## config.mk

```make
export PLATFORM = sky130hd
export DESIGN_NAME = csr_index_generator
export DESIGN_NICKNAME = d
export VERILOG_FILES = /design/src/csr_index_pkg.sv /design/src/csr_push_if.sv /design/src/csr_config_capture.sv /design/src/csr_index_generator.sv /design/src/csr_index_sequencer.sv /design/src/csr_request_fifo.sv
export SDC_FILE = /design/constraint.sdc
export NUM_CORES = 2
export LEC_CHECK = 0
export BUFFER_PORTS_ARGS = -buffer_cell sky130_fd_sc_hd__buf_2
export CAP_MARGIN = 20
export CORE_MARGIN = 4
export CORE_UTILIZATION = 30
export CTS_CLUSTER_SIZE = 20
export DETAILED_ROUTE_END_ITERATION = 12
export MAX_ROUTING_LAYER = met4
export PLACE_DENSITY = 0.49
export SETUP_SLACK_MARGIN = 0.3
export SYNTH_ARGS = -nofsm -noshare
export SYNTH_HDL_FRONTEND = slang
export SYNTH_HIERARCHICAL = 1
export SYNTH_SLANG_ARGS = --single-unit
export TNS_END_PERCENT = 1
```

## constraint.sdc

```tcl
create_clock -name ap_clk -period 4.4 [get_ports ap_clk]
set_clock_uncertainty 0.1 [all_clocks]
set_input_delay 0.66 -clock ap_clk [delete_from_list [all_inputs] [get_ports ap_clk]]
set_output_delay 0.66 -clock ap_clk [all_outputs]
set_load 0.005 [all_outputs]
```

## src/csr_index_pkg.sv

```systemverilog
// Shared widths and types; the configuration word is packed MSB first in the field order below
`default_nettype none

package csr_index_pkg;

    // ----------------------------------------------------------
    // Widths
    // ----------------------------------------------------------
    localparam int index_w = 32;
    localparam int addr_w  = 64;
    localparam int shift_w = 5;

    // ----------------------------------------------------------
    // Configuration word, one per start
    // ----------------------------------------------------------
    typedef struct packed {
        logic [addr_w-1:0]  array_pointer;
        logic [index_w-1:0] index_start;
        logic [index_w-1:0] index_end;
        logic [index_w-1:0] stride;
        logic               increment;
        logic               decrement;
        // Set for left shift of the offset, clear for right shift
        logic               shift_left;
        logic [shift_w-1:0] shift_amount;
    } csr_index_config_t;

    // One memory request, 128 bits
    typedef struct packed {
        logic [addr_w-1:0]  base;
        logic [index_w-1:0] offset;
        logic [index_w-1:0] index;
    } csr_request_t;

    // ----------------------------------------------------------
    // Sequencer states
    // ----------------------------------------------------------
    typedef enum logic [3:0] {
        gen_reset,
        gen_idle,
        gen_setup_wait,
        gen_setup_trans,
        gen_setup,
        gen_start_trans,
        gen_start,
        gen_busy,
        gen_busy_trans,
        gen_pause_trans,
        gen_pause,
        gen_done_trans,
        gen_done
    } csr_gen_state_t;

endpackage

`default_nettype wire

```

## src/csr_push_if.sv

```systemverilog
// Push side of the request FIFO; every cycle with push high writes one entry, no back-pressure
`default_nettype none

interface csr_push_if import csr_index_pkg::*; ();

    logic         push;
    csr_request_t request;

    // Occupancy flags returned by the FIFO
    logic         prog_full;
    logic         empty;

    // Sequencer side
    modport producer (
        output push,
        output request,
        input  prog_full,
        input  empty
    );

    // FIFO side
    modport consumer (
        input  push,
        input  request,
        output prog_full,
        output empty
    );

endinterface

`default_nettype wire

```

## src/csr_config_capture.sv

```systemverilog
// Inputs are sampled once; config_reg keeps the last valid word and a setup request waits for config_ready
`default_nettype none

module csr_config_capture import csr_index_pkg::*; (
    input  logic              ap_clk,
    input  logic              areset_generator,
    input  logic              start,
    input  logic              config_ready,
    input  logic              config_valid,
    input  csr_index_config_t config_in,
    input  logic              setup_pulse,
    output logic              start_reg,
    output logic              config_valid_reg,
    output csr_index_config_t config_reg,
    output logic              config_setup
);

    logic config_ready_reg;
    logic setup_pending;

    // ----------------------------------------------------------
    // Input registers
    // ----------------------------------------------------------
    always_ff @(posedge ap_clk) begin
        if (areset_generator) begin
            start_reg        <= 1'b0;
            config_ready_reg <= 1'b0;
            config_valid_reg <= 1'b0;
        end else begin
            start_reg        <= start;
            config_ready_reg <= config_ready;
            config_valid_reg <= config_valid;
        end
    end

    // Payload held until the next valid word
    always_ff @(posedge ap_clk) begin
        if (config_valid) begin
            config_reg <= config_in;
        end
    end

    // ----------------------------------------------------------
    // Setup request
    // ----------------------------------------------------------
    // A request from the sequencer stays pending until the
    // environment reports ready, then goes out as one pulse
    always_ff @(posedge ap_clk) begin
        if (areset_generator) begin
            setup_pending <= 1'b0;
            config_setup  <= 1'b0;
        end else begin
            config_setup <= 1'b0;
            if (setup_pulse) begin
                setup_pending <= 1'b1;
            end else if (setup_pending && config_ready_reg) begin
                setup_pending <= 1'b0;
                config_setup  <= 1'b1;
            end
        end
    end

endmodule

`default_nettype wire

```

## src/csr_index_generator.sv

```systemverilog
// Reset is registered once before use, so outputs settle one cycle after areset rises
`default_nettype none

module csr_index_generator import csr_index_pkg::*; #(
    parameter int fifo_depth  = 16,
    parameter int prog_thresh = 8
) (
    input  logic              ap_clk,
    input  logic              areset,
    input  logic              start,
    input  logic              config_ready,
    input  logic              config_valid,
    input  csr_index_config_t config_in,
    input  logic              request_ready,
    output logic              config_setup,
    output logic              request_valid,
    output csr_request_t      request_out,
    output logic              done
);

    logic              areset_generator;
    logic              start_reg;
    logic              config_valid_reg;
    csr_index_config_t config_reg;
    logic              setup_pulse;

    csr_push_if push_bus ();

    always_ff @(posedge ap_clk) begin
        areset_generator <= areset;
    end

    // ----------------------------------------------------------
    // Input side
    // ----------------------------------------------------------
    csr_config_capture u_capture (
        .ap_clk           (ap_clk),
        .areset_generator (areset_generator),
        .start            (start),
        .config_ready     (config_ready),
        .config_valid     (config_valid),
        .config_in        (config_in),
        .setup_pulse      (setup_pulse),
        .start_reg        (start_reg),
        .config_valid_reg (config_valid_reg),
        .config_reg       (config_reg),
        .config_setup     (config_setup)
    );

    // ----------------------------------------------------------
    // Index generation
    // ----------------------------------------------------------
    csr_index_sequencer u_sequencer (
        .ap_clk           (ap_clk),
        .areset_generator (areset_generator),
        .start_reg        (start_reg),
        .config_valid_reg (config_valid_reg),
        .config_reg       (config_reg),
        .setup_pulse      (setup_pulse),
        .push             (push_bus),
        .done             (done)
    );

    // ----------------------------------------------------------
    // Request buffer
    // ----------------------------------------------------------
    csr_request_fifo #(
        .fifo_depth  (fifo_depth),
        .prog_thresh (prog_thresh)
    ) u_fifo (
        .ap_clk           (ap_clk),
        .areset_generator (areset_generator),
        .push             (push_bus),
        .request_ready    (request_ready),
        .request_valid    (request_valid),
        .request_out      (request_out)
    );

endmodule

`default_nettype wire

```

## src/csr_index_sequencer.sv

```systemverilog
// Stride must be nonzero; increment wins when both direction bits are set, neither gives an empty range
`default_nettype none

module csr_index_sequencer import csr_index_pkg::*; (
    input  logic              ap_clk,
    input  logic              areset_generator,
    input  logic              start_reg,
    input  logic              config_valid_reg,
    input  csr_index_config_t config_reg,
    output logic              setup_pulse,
    csr_push_if.producer      push,
    output logic              done
);

    csr_gen_state_t current_state;
    csr_gen_state_t next_state;

    logic [index_w-1:0] counter_count;
    logic [index_w-1:0] counter_next;
    logic [index_w-1:0] distance;
    logic               in_range;
    logic               more;
    logic               active;
    logic               issue;
    logic               push_q;
    csr_request_t       request_comb;
    csr_request_t       request_q;

    // ----------------------------------------------------------
    // Range checks
    // ----------------------------------------------------------
    // Distance to index_end decides whether the next step is
    // still inside, so a step past zero or the top never wraps
    always_comb begin
        if (config_reg.increment) begin
            in_range     = counter_count < config_reg.index_end;
            distance     = config_reg.index_end - counter_count;
            counter_next = counter_count + config_reg.stride;
        end else begin
            in_range     = config_reg.decrement && (counter_count > config_reg.index_end);
            distance     = counter_count - config_reg.index_end;
            counter_next = counter_count - config_reg.stride;
        end
        more = distance > config_reg.stride;
    end

    assign issue = (current_state == gen_busy) && active && !push.prog_full;

    // ----------------------------------------------------------
    // State machine
    // ----------------------------------------------------------
    always_ff @(posedge ap_clk) begin
        if (areset_generator) begin
            current_state <= gen_reset;
        end else begin
            current_state <= next_state;
        end
    end

    always_comb begin
        next_state = current_state;
        case (current_state)
            gen_reset: next_state = gen_idle;
            gen_idle: begin
                if (start_reg) begin
                    next_state = gen_setup_trans;
                end
            end
            // One-cycle request, the capture side waits for ready
            gen_setup_trans: next_state = gen_setup_wait;
            gen_setup_wait: begin
                if (config_valid_reg) begin
                    next_state = gen_setup;
                end
            end
            gen_setup:       next_state = gen_start_trans;
            gen_start_trans: next_state = gen_start;
            gen_start:       next_state = gen_busy;
            gen_busy: begin
                if (!active) begin
                    next_state = gen_done_trans;
                end else if (push.prog_full) begin
                    next_state = gen_pause_trans;
                end
            end
            gen_pause_trans: next_state = gen_pause;
            gen_pause: begin
                if (!push.prog_full) begin
                    next_state = gen_busy_trans;
                end
            end
            gen_busy_trans: next_state = gen_busy;
            // Last push has landed by now, only the drain is left
            gen_done_trans: begin
                if (push.empty) begin
                    next_state = gen_done;
                end
            end
            gen_done: begin
                if (start_reg) begin
                    next_state = gen_setup_trans;
                end
            end
            default: next_state = gen_reset;
        endcase
    end

    assign setup_pulse = (current_state == gen_setup_trans);
    assign done        = (current_state == gen_done);

    // ----------------------------------------------------------
    // Control flags
    // ----------------------------------------------------------
    always_ff @(posedge ap_clk) begin
        if (areset_generator) begin
            active <= 1'b0;
            push_q <= 1'b0;
        end else begin
            push_q <= issue;
            if (current_state == gen_setup) begin
                active <= in_range;
            end else if (issue) begin
                active <= more;
            end
        end
    end

    // ----------------------------------------------------------
    // Counter and request formation
    // ----------------------------------------------------------
    always_comb begin
        request_comb.base  = config_reg.array_pointer;
        request_comb.index = counter_count;
        if (config_reg.shift_left) begin
            request_comb.offset = counter_count << config_reg.shift_amount;
        end else begin
            request_comb.offset = counter_count >> config_reg.shift_amount;
        end
    end

    always_ff @(posedge ap_clk) begin
        if ((current_state == gen_setup_wait) && config_valid_reg) begin
            counter_count <= config_reg.index_start;
        end else if (issue) begin
            counter_count <= counter_next;
        end
        request_q <= request_comb;
    end

    assign push.push    = push_q;
    assign push.request = request_q;

endmodule

`default_nettype wire

```

## src/csr_request_fifo.sv

```systemverilog
// Writes are not checked against full; prog_thresh must leave at least two free entries below fifo_depth
`default_nettype none

module csr_request_fifo import csr_index_pkg::*; #(
    parameter int fifo_depth  = 16,
    parameter int prog_thresh = 8
) (
    input  logic         ap_clk,
    input  logic         areset_generator,
    csr_push_if.consumer push,
    input  logic         request_ready,
    output logic         request_valid,
    output csr_request_t request_out
);

    localparam int ptr_w   = $clog2(fifo_depth);
    localparam int count_w = $clog2(fifo_depth + 1);

    csr_request_t       mem [fifo_depth];
    logic [ptr_w-1:0]   wr_ptr;
    logic [ptr_w-1:0]   rd_ptr;
    logic [count_w-1:0] count;
    logic               pop;

    // ----------------------------------------------------------
    // Flags and read side
    // ----------------------------------------------------------
    assign push.empty     = (count == '0);
    assign push.prog_full = (count >= count_w'(prog_thresh));

    // Head entry shown directly, fall-through
    assign request_valid = !push.empty;
    assign request_out   = mem[rd_ptr];
    assign pop           = request_valid && request_ready;

    // ----------------------------------------------------------
    // Storage
    // ----------------------------------------------------------
    always_ff @(posedge ap_clk) begin
        if (push.push) begin
            mem[wr_ptr] <= push.request;
        end
    end

    // ----------------------------------------------------------
    // Pointers and occupancy
    // ----------------------------------------------------------
    always_ff @(posedge ap_clk) begin
        if (areset_generator) begin
            wr_ptr <= '0;
            rd_ptr <= '0;
            count  <= '0;
        end else begin
            if (push.push) begin
                wr_ptr <= (wr_ptr == ptr_w'(fifo_depth - 1)) ? '0 : wr_ptr + 1'b1;
            end
            if (pop) begin
                rd_ptr <= (rd_ptr == ptr_w'(fifo_depth - 1)) ? '0 : rd_ptr + 1'b1;
            end
            case ({push.push, pop})
                2'b10:   count <= count + 1'b1;
                2'b01:   count <= count - 1'b1;
                default: count <= count;
            endcase
        end
    end

endmodule

`default_nettype wire

```

==> flow_metrics.env <==
export IMPL_status="complete, no violations"
export IMPL_finalCritPeriodShare=0.985
export IMPL_min_period_ps=4330
export IMPL_slowest_delay_ps=470
export IMPL_cts_buffers=272
export IMPL_mostFrequentLayoutCell="edfxtp_1"
export IMPL_root_buffer="clkbuf_16"
export IMPL_start_kind="register"
export IMPL_hold_depth=1
export IMPL_worstHoldStart="config_in[2]"
export IMPL_fillers=29700
export IMPL_rrSetupSlack_ps=70
export IMPL_hold_path_end="u_capture/config_reg[2]"
export IMPL_synth_top_flop_cell="edfxtp_1"
export IMPL_finalSetupViolations=0
export IMPL_pin_count=305
export IMPL_via_count=52200
export IMPL_r2r_start="u_sequencer/counter_count[1]"
export IMPL_area_growth_pct=20.7
export IMPL_maxSlewViolCount=0
export IMPL_grt_overflow_total=0
export IMPL_start_util=0.302
export IMPL_die_h_um=575
export IMPL_nNetsFinal=6154
export IMPL_finalPower_mw=58.8
export IMPL_crit_family="simple AND/OR/NAND/NOR gates"
export IMPL_grt_max_degree=83
export IMPL_fmax_ghz=0.231
export IMPL_cp_required_ps=4980
export IMPL_worst_pin_slew_ps=1010
export IMPL_clkLatencyLatePin_ps=870
export IMPL_critPathCaptureType="register"
export IMPL_final_cell_mix="edfxtp_1 (2248), mux4_2 (562), buf_2 (298)"
export IMPL_wl_per_cell_um=27.1
export IMPL_crit_slowest_cell="edfxtp_1"
export IMPL_r2r_cells=19
export IMPL_die_x_um=575
export IMPL_r2r_end="u_sequencer/active"
export IMPL_ys_ff_latch=2405
export IMPL_cts_sinks=2405
export IMPL_drive_gt1_frac=0.293
export IMPL_cts_tree="built"
export IMPL_leakage_nw=38.1
export IMPL_antenna_found_initial=25
export IMPL_ys_types=93
export IMPL_viasPerCell=5.05
export IMPL_grt_pass1_vias=54200
export IMPL_holdWs_ps=77.2
export IMPL_path_cells="ha_4 -> nor2b_2 -> o31ai_4 -> a211o_1 -> nand2_1 -> a211o_1 -> a41oi_1 -> buf_4 -> o21ai_0 -> xor2_1 -> ha_1 -> nand4_1 -> nor2_2 -> and4_4 -> nand4_1 -> or4_1 -> nand3_1 -> a31oi_1 -> a41o_1"
export IMPL_ant_nets=0
export IMPL_drt_total_wl_mm=281
export IMPL_ys_seq_area_frac=0.732
export IMPL_route_detailed_drc=0
export IMPL_slew_headroom=0.322
export IMPL_post_place_ws_ps=-263
export IMPL_grt_use_total=0.171
export IMPL_syn_nets=5372
export IMPL_syn_area_um2=96500
export IMPL_drt_iter0_markers=4488
export IMPL_rsz0062_at_grt="yes"
export IMPL_first_pass_iters=6
export IMPL_syn_instance_count=5060
export IMPL_cp_max_fo=3
export IMPL_path_buf_inv=1
export IMPL_finalHoldViolCount=0
export IMPL_num_rows=207
export IMPL_ys_warn_count=6
export IMPL_drv_cap=0
export IMPL_cts_path_max_buffers=4
export IMPL_synthArstFlopShare=0
export IMPL_hold_class="in2reg"
export IMPL_gp_congestion=0.893
export IMPL_fin_util=0.365
export IMPL_dieArea_um2=331000
export IMPL_power_density_nw_per_um2=505
export IMPL_synth_edf_count=2248
export IMPL_avgSynthCellArea_um2=19.1
export IMPL_core_area_um2=319000
export IMPL_cp_data_arrival_time_ps=4920
export IMPL_peakVddDrop_mv=0.314
export IMPL_portBuffers=304
export IMPL_grt_pass1_wl_mm=399
export IMPL_h_tree_depth=5
export IMPL_finalSetupTns_ps=0
export IMPL_clk_pin_slew_ps=50
export IMPL_place_hpwl_mm=165
export IMPL_path_class="reg2reg"
export IMPL_largest_reg_flops=2048
export IMPL_layout_setup_ws_ps=66.5
-- cell families after synthesis --
logic type,share of synthesized area
AO/OA/AOI/OAI,0.0523
adder cells (fa/ha/maj),0.0181
XOR/XNOR,0.00852
AND/OR/NAND/NOR,0.0302
flip-flops,0.732
buffers and inverters,0.0184
multiplexers,0.140
-- synth_stat cells (71+ instances only) --
library cell / n / area, um2
nand2_1: 235 / 882
edfxtp_1: 2248 / 67500
buf_2: 73 / 365
mux2i_1: 71 / 711
dfxtp_1: 157 / 3140
ha_1: 135 / 1690
clkbuf_1: 104 / 390
a22oi_1: 210 / 1580
mux4_2: 562 / 12700
nor2_1: 165 / 619
o21ai_0: 121 / 606
a21oi_1: 164 / 821
inv_1: 135 / 507
-- how the worst max path moves through the flow --
stage,startpoint,endpoint,depth (start not counted)
2_1_floorplan,u_sequencer/push.push,u_fifo/mem[11][0],3
3_3_place_gp,u_sequencer/counter_count[0],u_sequencer/active,22
3_5_place_dp,u_sequencer/counter_count[1],u_sequencer/active,18
4_1_cts,u_sequencer/counter_count[0],u_sequencer/active,22
5_1_grt,u_sequencer/counter_count[0],u_sequencer/active,22
6_report,u_sequencer/counter_count[1],u_sequencer/active,19
-- timing repair --
| item | CTS | global route |
|---|---|---|
| endpoints found under the hold margin | 165 | 0 |
| hold buffers | 165 | 0 |
| buffers inserted | 19 | 3 |
| pin swaps | 31 | 72 |
| setup endpoints to repair | 131 | 66 |
| resized for setup | 43 | 141 |
-- report_power, final --
group | internal [mW] | switching [mW] | leakage [nW]
sequential | 25.6 | 0.748 | 21.7
clock | 12.9 | 8.98 | 4.20
combinational | 5.16 | 5.48 | 12.2
total | 43.6 | 15.2 | 38.1
-- final cells by class --
class | instances | area (um2) | area share
Sequential cell | 2405 | 70700 | 0.607
Multi-Input combinational cell | 2256 | 24800 | 0.213
Clock buffer | 372 | 7590 | 0.0652
Timing Repair Buffer | 769 | 6470 | 0.0556
Tap cell | 4284 | 5360 | 0.0460
Clock inverter | 109 | 980 | 0.00841
Inverter | 138 | 518 | 0.00445
Antenna cell | 9 | 22.5 | 0.000193
-- per-stage QoR --
step	area, um2	std cells
after floorplan	96500	5060
after global routing	116000	10300
after global placement	105000	9665
after detailed placement	105000	9665
final	116000	10300
after CTS	116000	10300
-- layer usage --
layer,GRT usage,share of wire,vias to the layer above
li1,-,-,22300
met1,0.236,0.45,27900
met2,0.262,0.46,1673
met3,0.0270,0.057,420
met4,0.0475,0.029,0
met5,-,0,-
(Power assumes the default switching activity.)
